**src/include/fp8la_consts.svh**
```systemverilog
/*
 * FP8 log-scale summer constants.
 * Buffer depth, item counter width and the adder's offset table cutoff.
 */

`ifndef FP8LA_CONSTS_SVH
`define FP8LA_CONSTS_SVH

// Entries held between the pair stage and the accumulator.
`define FP8LA_FIFO_DEPTH 8

// Width of the accumulated item count.
`define FP8LA_COUNT_W 8

// Magnitude difference at and above which the smaller operand is lost.
`define FP8LA_DIFF_CUTOFF 32

`endif

```
**src/verilog/fp8la_pkg.sv**
```systemverilog
/*
 * FP8 log-scale summer types.
 * Value and magnitude vectors, the lane pair, the result word
 * and the accumulator states.
 */

`default_nettype none

`include "fp8la_consts.svh"

package fp8la_pkg;

	typedef logic [7:0] fp8Val;                   // Sign plus log magnitude.
	typedef logic [6:0] fp8Mag;                   // Log magnitude only.
	typedef logic [`FP8LA_COUNT_W-1:0] fp8Count;

	typedef struct packed
	{
		fp8Val laneA;
		fp8Val laneB;
	} fp8Pair;

	typedef struct packed
	{
		fp8Val sum;
		fp8Count count;
	} fp8Result;

	typedef enum logic [1:0]
	{
		AccIdle,
		AccRun,
		AccDone
	} accumState;

endpackage

`default_nettype wire

```
**src/verilog/Fp8LaAdd.sv**
```systemverilog
/*
 * Low accuracy FP8 log-scale adder.
 * The larger magnitude is kept and a table offset, picked by the
 * magnitude difference and whether the signs differ, is added to it.
 * Results past the top saturate, results below zero flush to zero.
 */

`timescale 1ns/1ps
`default_nettype none

`include "fp8la_consts.svh"

module Fp8LaAdd
(
	input  fp8la_pkg::fp8Val valA,
	input  fp8la_pkg::fp8Val valB,
	output fp8la_pkg::fp8Val valC
);

	import fp8la_pkg::*;

	fp8Mag magX;                 // Larger magnitude.
	fp8Mag magY;                 // Smaller magnitude.
	fp8Mag diff;
	logic signX;
	logic isSub;
	logic [5:0] tableIdx;
	logic [7:0] offset;          // Two's complement step in log units.
	logic [8:0] sumWide;

	always_comb
	begin
		isSub = valA[7] ^ valB[7];

		if (valA[6:0] > valB[6:0])
		begin
			magX  = valA[6:0];
			magY  = valB[6:0];
			signX = valA[7];
		end
		else
		begin
			magX  = valB[6:0];
			magY  = valA[6:0];
			signX = valB[7];
		end

		diff     = magX - magY;  // Never negative.
		tableIdx = {isSub, diff[4:0]};
		offset   = 8'h00;

		case (tableIdx)
			// Same sign, the sum grows by at most one doubling.
			6'h00, 6'h01:
				offset = 8'h08;
			6'h02, 6'h03:
				offset = 8'h07;
			6'h04, 6'h05:
				offset = 8'h06;
			6'h06, 6'h07:
				offset = 8'h05;
			6'h08, 6'h09, 6'h0A, 6'h0B:
				offset = 8'h04;
			6'h0C, 6'h0D, 6'h0E, 6'h0F:
				offset = 8'h03;
			6'h10, 6'h11, 6'h12, 6'h13, 6'h14, 6'h15, 6'h16, 6'h17:
				offset = 8'h02;
			6'h18, 6'h19, 6'h1A, 6'h1B, 6'h1C, 6'h1D, 6'h1E, 6'h1F:
				offset = 8'h01;
			// Opposite signs, equal magnitudes cancel completely.
			6'h20:
				offset = 8'h80;
			6'h21:
				offset = 8'hE3;
			6'h22:
				offset = 8'hEA;
			6'h23:
				offset = 8'hEE;
			6'h24:
				offset = 8'hF1;
			6'h25:
				offset = 8'hF3;
			6'h26:
				offset = 8'hF5;
			6'h27:
				offset = 8'hF7;
			6'h28:
				offset = 8'hF8;
			6'h29:
				offset = 8'hF9;
			6'h2A, 6'h2B:
				offset = 8'hFA;
			6'h2C, 6'h2D:
				offset = 8'hFB;
			6'h2E, 6'h2F, 6'h30:
				offset = 8'hFC;
			6'h31, 6'h32, 6'h33, 6'h34:
				offset = 8'hFD;
			6'h35, 6'h36, 6'h37, 6'h38, 6'h39, 6'h3A:
				offset = 8'hFE;
			default:
				offset = 8'hFF;  // 0x3B to 0x3F.
		endcase

		if (diff >= fp8Mag'(`FP8LA_DIFF_CUTOFF))
			offset = 8'h00;      // Smaller operand is below resolution.

		sumWide = {2'b00, magX} + {offset[7], offset};

		case (sumWide[8:7])
			2'b00:
				valC = {signX, sumWide[6:0]};
			2'b01:
				valC = {signX, 7'h7F};  // Saturate.
			default:
				valC = 8'h00;           // Went negative.
		endcase
	end

endmodule

`default_nettype wire

```
**src/verilog/Fp8PairStage.sv**
```systemverilog
/*
 * FP8 pair stage.
 * Adds the two input lanes and registers the sum with its strobe,
 * one cycle after the input strobe.
 */

`timescale 1ns/1ps
`default_nettype none

module Fp8PairStage
(
	input  logic                 clock,
	input  logic                 reset,
	input  logic                 inStrobe,
	input  fp8la_pkg::fp8Pair    inPair,
	output logic                 pairStrobe,
	output fp8la_pkg::fp8Val     pairSum
);

	import fp8la_pkg::*;

	fp8Val laneSum;

	Fp8LaAdd addLanes
	(
		.valA (inPair.laneA),
		.valB (inPair.laneB),
		.valC (laneSum)
	);

	always_ff @(posedge clock)
	begin
		if (reset)
			pairStrobe <= 1'b0;
		else
			pairStrobe <= inStrobe;
	end

	always_ff @(posedge clock)
	begin
		if (inStrobe)
			pairSum <= laneSum;   // Held until the next strobe.
	end

	// The strobe and its sum leave together, one cycle late.
	assert property (@(posedge clock) disable iff (reset)
		inStrobe |=> pairStrobe && (pairSum == $past(laneSum)));

	assert property (@(posedge clock) disable iff (reset)
		!inStrobe |=> !pairStrobe);

endmodule

`default_nettype wire

```
**src/verilog/Fp8Fifo.sv**
```systemverilog
/*
 * FP8 value FIFO.
 * Circular buffer with an occupancy counter. A push into a full
 * buffer without a pop is dropped and latches overrun until reset.
 */

`timescale 1ns/1ps
`default_nettype none

`include "fp8la_consts.svh"

module Fp8Fifo
(
	input  logic             clock,
	input  logic             reset,
	input  logic             push,
	input  fp8la_pkg::fp8Val pushData,
	input  logic             pop,
	output fp8la_pkg::fp8Val popData,
	output logic             empty,
	output logic             overrun
);

	import fp8la_pkg::*;

	localparam int Depth = `FP8LA_FIFO_DEPTH;
	localparam int PtrW  = $clog2(Depth);
	localparam int CntW  = $clog2(Depth + 1);

	fp8Val mem [Depth];
	logic [PtrW-1:0] writePtr;
	logic [PtrW-1:0] readPtr;
	logic [CntW-1:0] occupancy;
	logic full;
	logic doPush;
	logic doPop;

	assign full    = (occupancy == CntW'(Depth));
	assign empty   = (occupancy == '0);
	assign doPop   = pop && !empty;
	assign doPush  = push && (!full || pop);  // Pop frees a slot this cycle.
	assign popData = mem[readPtr];

	always_ff @(posedge clock)
	begin
		if (doPush)
			mem[writePtr] <= pushData;
	end

	always_ff @(posedge clock)
	begin
		if (reset)
		begin
			writePtr  <= '0;
			readPtr   <= '0;
			occupancy <= '0;
			overrun   <= 1'b0;
		end
		else
		begin
			if (doPush)
				writePtr <= (writePtr == PtrW'(Depth - 1)) ? '0 : writePtr + 1'b1;
			if (doPop)
				readPtr <= (readPtr == PtrW'(Depth - 1)) ? '0 : readPtr + 1'b1;
			occupancy <= occupancy + CntW'(doPush) - CntW'(doPop);
			if (push && full && !pop)
				overrun <= 1'b1;  // Sticky.
		end
	end

	// The consumer must look at empty before popping.
	assert property (@(posedge clock) disable iff (reset)
		pop |-> !empty);

	assert property (@(posedge clock) disable iff (reset)
		occupancy <= CntW'(Depth));

endmodule

`default_nettype wire

```
**src/verilog/Fp8LaAccum.sv**
```systemverilog
/*
 * FP8 log-scale accumulator.
 * Pops buffered values while not held and folds them into a running
 * sum. After a flush it waits for the buffer to drain, then presents
 * the sum and item count with a one-cycle valid pulse and clears.
 */

`timescale 1ns/1ps
`default_nettype none

module Fp8LaAccum
(
	input  logic                clock,
	input  logic                reset,
	input  fp8la_pkg::fp8Val    popData,
	input  logic                empty,
	input  logic                hold,
	input  logic                flush,
	output logic                pop,
	output fp8la_pkg::fp8Result result,
	output logic                resultValid
);

	import fp8la_pkg::*;

	accumState state;
	fp8Val sumReg;
	fp8Val sumNext;
	fp8Count countReg;

	Fp8LaAdd addRunning
	(
		.valA (sumReg),
		.valB (popData),
		.valC (sumNext)
	);

	// No popping while the result is on display.
	assign pop         = !hold && !empty && (state != AccDone);
	assign resultValid = (state == AccDone);
	assign result      = '{sum: sumReg, count: countReg};

	always_ff @(posedge clock)
	begin
		if (reset)
		begin
			state    <= AccIdle;
			sumReg   <= 8'h00;
			countReg <= '0;
		end
		else
		begin
			if (state == AccDone)
			begin
				sumReg   <= 8'h00;
				countReg <= '0;
			end
			else if (pop)
			begin
				sumReg   <= sumNext;
				countReg <= countReg + 1'b1;
			end

			case (state)
				AccIdle:
					if (flush)
						state <= AccRun;         // Armed.
				AccRun:
					if (empty && !hold)
						state <= AccDone;        // Drained.
				AccDone:
					state <= flush ? AccRun : AccIdle;
				default:
					state <= AccIdle;
			endcase
		end
	end

	// Each drain ends in exactly one result cycle.
	assert property (@(posedge clock) disable iff (reset)
		resultValid |=> !resultValid);

endmodule

`default_nettype wire

```
**src/verilog/Fp8LaSumTop.sv**
```systemverilog
/*
 * FP8 log-scale summer.
 * Pair stage feeds a FIFO that the accumulator drains into
 * a running sum, reported on flush.
 */

`timescale 1ns/1ps
`default_nettype none

module Fp8LaSumTop
(
	input  logic                clock,
	input  logic                reset,
	input  logic                inStrobe,
	input  fp8la_pkg::fp8Pair   inPair,
	input  logic                flush,
	input  logic                hold,
	output fp8la_pkg::fp8Result result,
	output logic                resultValid,
	output logic                overrun
);

	import fp8la_pkg::*;

	fp8Val pairSum;
	logic pairStrobe;
	fp8Val popData;
	logic pop;
	logic empty;

	Fp8PairStage pairStage
	(
		.clock      (clock),
		.reset      (reset),
		.inStrobe   (inStrobe),
		.inPair     (inPair),
		.pairStrobe (pairStrobe),
		.pairSum    (pairSum)
	);

	Fp8Fifo sumFifo
	(
		.clock    (clock),
		.reset    (reset),
		.push     (pairStrobe),
		.pushData (pairSum),
		.pop      (pop),
		.popData  (popData),
		.empty    (empty),
		.overrun  (overrun)
	);

	Fp8LaAccum accum
	(
		.clock       (clock),
		.reset       (reset),
		.popData     (popData),
		.empty       (empty),
		.hold        (hold),
		.flush       (flush),
		.pop         (pop),
		.result      (result),
		.resultValid (resultValid)
	);

endmodule

`default_nettype wire

```
**config.mk**
```make
export PLATFORM = sky130hd
export DESIGN_NAME = Fp8LaSumTop
export DESIGN_NICKNAME = d
export VERILOG_FILES = /design/src/verilog/fp8la_pkg.sv /design/src/verilog/Fp8LaAdd.sv /design/src/verilog/Fp8PairStage.sv /design/src/verilog/Fp8Fifo.sv /design/src/verilog/Fp8LaAccum.sv /design/src/verilog/Fp8LaSumTop.sv
export VERILOG_INCLUDE_DIRS = /design/src /design/src/include
export SDC_FILE = /design/constraint.sdc
export NUM_CORES = 1
export LEC_CHECK = 0
export ABC_AREA = 1
export BUFFER_PORTS_ARGS = -buffer_cell sky130_fd_sc_hd__buf_2
export CORE_MARGIN = 5
export CORE_UTILIZATION = 55
export DETAILED_ROUTE_END_ITERATION = 16
export GPL_TIMING_DRIVEN = 0
export PLACE_DENSITY_LB_ADDON = 0.2
export RECOVER_POWER = 100
export SLEW_MARGIN = 25
export SYNTH_ARGS = -nofsm -noshare
export SYNTH_HDL_FRONTEND = slang
export SYNTH_HIERARCHICAL = 1
export SYNTH_SLANG_ARGS = --single-unit
```
**constraint.sdc**
```tcl
create_clock -name clock -period 7.3 [get_ports clock]
set_clock_uncertainty 0.2 [all_clocks]
set_input_delay 0.73 -clock clock [delete_from_list [all_inputs] [get_ports clock]]
set_output_delay 0.73 -clock clock [all_outputs]
set_load 0.05 [all_outputs]
```
### Yosys cells after proc, flatten, opt, wreduce, memory -nomap -nowiden

Memory sizes are Yosys's and may differ from the RTL's. A register that Yosys moved wholly into a read port is not among the register bits.
Index checks and enable logic that the tools add are counted.
W data, S select, Z words.

* memories kept: 3
* ROM bits: 1024
* output and inout bits: 18
* word-level logic and storage cells: 75
* bits of input ports: 21
* bits in registers: 38
* RAM bits: 64

Memories
* (no name shown): depth 64, width 8, read ports 1, clocked after Yosys merged registers in 0, write ports 0, line Fp8LaAdd.sv:52 `case (tableIdx)`
* (no name shown): depth 64, width 8, read ports 1, clocked after Yosys merged registers in 0, write ports 0, line Fp8LaAdd.sv:52
* sumFifo.mem: depth 8, width 8, read ports 1, clocked after Yosys merged registers in 1, write ports 1, line Fp8Fifo.sv:30 `fp8Val mem [Depth];`

* order comparisons: 4
* multiplexer cells: 20
* $add $sub $neg: 9
* eq/ne operators: 10
* reduce and logical (&&, ||, !) cells: 18
* bitwise gates (word level): 2

Operator list (number)
* $pmux W8 S2: 2
* $mux W7: 4
* $add A8 B8 Y9: 2
* $mux W8: 2
* $ge A7 B6 Y1 const B: 2
* $gt A7 B7 Y1: 2
* $sub A7 B7 Y7: 2
* $mux W3: 4
* $add A8 B1 Y8 const B: 1
* $logic_and A1 B1 Y1: 7
* $add A3 B1 Y3 const B: 2
* $eq A2 B1 Y1 const B: 3
* $eq A3 B3 Y1 const B: 2
* $logic_not A2 Y1: 3
* $pmux W2 S3: 1
* $mux W1: 5
* $add A4 B1 Y4: 1
* $eq A4 B4 Y1 const B: 1
* $logic_not A1 Y1: 4
* $logic_not A4 Y1: 1
* $mux W2: 2
* $ne A2 B2 Y1 const B: 2
* $sub A4 B1 Y4: 1
* $eq A2 B2 Y1 const B: 1
* other kinds (5): 6

### Longest topological paths before layout

* depth after elaboration: 8
* mapped depth: 48
* depth with buffers taken out: 44

### By module

The synthesis kept the hierarchy.

By module, submodules not included
* Fp8Fifo: cells each 350, times used 1, seq. area each 2202.1 µm², area each 3554.7 µm²
* Fp8LaAdd (accum.addRunning): cells each 254, times used 1, seq. area each 0.0 µm², area each 1490.2 µm²
* Fp8LaAdd (pairStage.addLanes): cells each 257, times used 1, seq. area each 0.0 µm², area each 1448.9 µm²
* Fp8LaAccum: cells each 100, times used 1, seq. area each 360.3 µm², area each 775.7 µm²
* Fp8PairStage: cells each 11, times used 1, seq. area each 260.2 µm², area each 270.3 µm²

### Least setup slack after synthesis

Ideal clock, no wire load.

* kind: register to register
* from: register (tool-made name)
* to: register accum.sumReg[2]
* period minus slack after synthesis: 5.114 ns
* setup slack: 2.186 ns
* data arrival time: 4.797 ns
* buffers on the path: 3
* data required time: 6.983 ns
* library setup time: 0.117 ns
* stages on the path, launching flop included: 46
* cell sequence: dfxtp_1 > buf_6 > inv_8 > buf_12 > nand2_2 > nand2_1 > nand2_1 > nand2_1 > nand2_1 > nand2_1 > inv_1 > ha_1 > nand2_1 > nor2_1 > nand2_1 > nand2_4 > nand2_4 > buf_12 > [... 10 more ...] > nand3_1 > nand2_1 > inv_1 > ha_1 > nand3_1 > nand2_1 > a21oi_1 > nor2_1 > nor2_1 > o21ai_0 > a21oi_1 > inv_1 > nand2_4 > nand3_1 > nand2_1 > inv_1 > nor2_1 > nor2_1

RTL lines
* end signal, assigned: line Fp8LaAccum.sv:60 `sumReg <= sumNext;`
* end, declared: line Fp8LaAccum.sv:27 `fp8Val sumReg;`

==> flow_summary.json <==
{
  "die_w_um": 127.1,
  "htreeDepth": 3,
  "async_reset_ff_frac": 0,
  "synth_top_area_frac": 0.2868,
  "wl_per_cell_um": 12.91,
  "maxSlewViolCount": 0,
  "antenna_found_initial": 0,
  "grt_max_degree": 21,
  "final_hold_viol_count": 0,
  "worst_path_most_repeated_cell": "nand2_1",
  "vias": 6019,
  "ctsRootBufferMaster": "clkbuf_16",
  "fp-row-count": 42,
  "ys_types": 43,
  "max_stage_delay_ns": 0.41,
  "synth_most_common_cell": "nand2_1",
  "yosys_warnings": 6,
  "status": "completed",
  "drtIter0Drc": 395,
  "synthTopCellsByCount": "297 x nand2_1, 135 x inv_1, 73 x nor2_1",
  "coreArea_sq_um": 13350,
  "synth_seq_cells": 105,
  "relSlewSlack": 0.02328,
  "arrival_ns": 6.37,
  "rsz0062_at_grt": "no",
  "layout-drive-gt1-share": 0.1404,
  "worstMarginPinSlew_ns": 1.454,
  "start_kind": "flop",
  "viasPerCell": 5.007,
  "start_util": 0.5649,
  "dieHeight_um": 127.1,
  "grt_remaining_overflow": 0,
  "cp_slowest_cell": "ha_1",
  "fin_tns_setup_ns": 0,
  "grt_pass1_wl_um": 26300,
  "cts.clk_slew.worst_paths_ns": 0.07,
  "synth_edf_count": 72,
  "cts_resized": 0,
  "grt_pass1_vias": 5609,
  "cts_made_buffers": 9,
  "path_class": "flop to flop",
  "worst_hold_path_type": "flop to flop",
  "yosysSeqAreaShare": 0.3744,
  "ioPinCount": 39,
  "insertion_delay_ns": 0.34,
  "io_buffers": 38,
  "yosys-top-cells-area": "edfxtp_1 29%, nand2_1 15%, dfxtp_1 8.8%",
  "syn_area_per_cell_sq_um": 7.757,
  "ctsHoldBuffers": 0,
  "synth_cells": 972,
  "netlist_area_sq_um": 7540,
  "numClockSinks": 105,
  "setup_violations": 0,
  "diodes": 0,
  "drv_cap": 0,
  "dieArea_sq_um": 16150,
  "yosysTopAreaCell": "edfxtp_1",
  "detailed_place_hpwl_um": 11910,
  "synthFlopType": "edfxtp_1",
  "cts_setup_buffers": 0,
  "worst_slack_ns": 0.9745,
  "required_ns": 7.34,
  "gp_congestion": 0.8950,
  "fin_nets": 1094,
  "endpoint_kind": "flop",
  "grtUsageTotal": 0.1983,
  "fmax_ghz": 0.1581,
  "fin_crit_ns": 6.326,
  "period_share": 0.8665,
  "areaGrowthSynthToFinish_pct": 7.202,
  "cp_max_fo": 10,
  "dp_slack_ns": 1.296,
  "synthesis.nets": 1045,
  "wl_um": 15520,
  "post-route-drc-count": 0,
  "drt-pass1-iter-count": 5,
  "clock_path_buffers": 2,
  "antenna_left": 0,
  "cts_tree": "built"
}
registers in the layout (all words and copies together) (netlist names), named ones only:
name	flops
sumFifo/mem	64
sumFifo/occupancy	4
sumFifo/readPtr	3
accum/state	2
pairStage/pairSum	8
accum/sumReg	8
sumFifo/writePtr	3
pairStage/pairStrobe	1
sumFifo/overrun	1
accum/countReg	8
layer usage:
metal	vias up	wire, um	GRT usage
met2	91	7470	0.3375
li1	3195	-	-
met5	-	0	0
met4	0	290	0.06120
met1	2712	7300	0.2640
met3	21	459	0.02629
path summary, 6_finish.rpt:
| path | start | end | slack, ns | depth (start not counted) |
|---|---|---|---|---|
| worst max-delay path | flop | accum/sumReg[6]$_SDFFE_PP0P_ | 0.97 | 41 |
| worst max register to register | flop | accum/sumReg[6]$_SDFFE_PP0P_ | 0.97 | 41 |
| worst min register to register | sumFifo/overrun$_SDFFE_PP0P_ | sumFifo/overrun$_SDFFE_PP0P_ | 0.25 | 2 |
| worst min-delay path | sumFifo/overrun$_SDFFE_PP0P_ | sumFifo/overrun$_SDFFE_PP0P_ | 0.25 | 2 |
cell families (layout without fill, tap and decap cells):
kind of cell               count (synthesis)  in the layout  synth area share
adders and majority gates                 52             52           0.08928
AOI/OAI and AO/OA                         83             83           0.06439
and+or+nand+nor                          547            547            0.3443
buffers and inverters                    168            222            0.1059
xor gates and xnor gates                  17             17           0.02174
DFF                                      105            105            0.3744
worst max-delay path: cells and delay by family (launching register included):
| family | cells | cell delay [ns] |
|---|---|---|
| AO/OA/AOI/OAI | 4 | 0.68 |
| AND/OR/NAND/NOR | 22 | 2.51 |
| flip-flops | 1 | 0.30 |
| buffers and inverters | 10 | 0.98 |
| XOR/XNOR | 1 | 0.35 |
| adder cells (fa/ha/maj) | 4 | 1.16 |
area by class of cell:
type	instances	area (sq um)
Clock inverter	7	68.82
Fill cell	1261	5265
Sequential cell	105	2823
Inverter	150	573.1
Multi-Input combinational cell	699	3807
Buffer	18	198.9
Timing Repair Buffer	38	166.4
Tap cell	176	220.2
Clock buffer	9	225.2
layout by cell type, fill, tap and decap left out, types with 3 or more instances in the layout:
cell	instances
nand3_2	5
buf_12	3
clkbuf_8	3
xnor2_1	7
xor2_1	9
a21oi_1	30
nor2_2	5
buf_2	19
dfxtp_1	33
inv_2	12
o21ai_1	5
o21ai_0	39
nor3_1	10
inv_1	136
buf_6	5
ha_1	49
clkbuf_1	22
buf_4	4
nand3_1	70
nand2_2	44
clkbuf_16	9
nand4_1	6
nor2_1	78
edfxtp_1	72
nand2_1	306
inv_8	3
fa_1	3
nand2_4	9
metrics by stage:
step	area, sq um	util	std cells	hold WS, ns
after floorplan	7540	-	972	0.2416
after global placement	7950	0.5956	1186	0.2363
after detailed placement	7985	0.5982	1186	0.2420
after CTS	8279	0.6203	1202	0.2531
after global routing	8083	0.6055	1202	0.2872
final	8083	0.6055	1202	0.2526
Power is not shown: default switching activity piles up to over one toggle a cycle in this logic, so the estimate is an artifact.
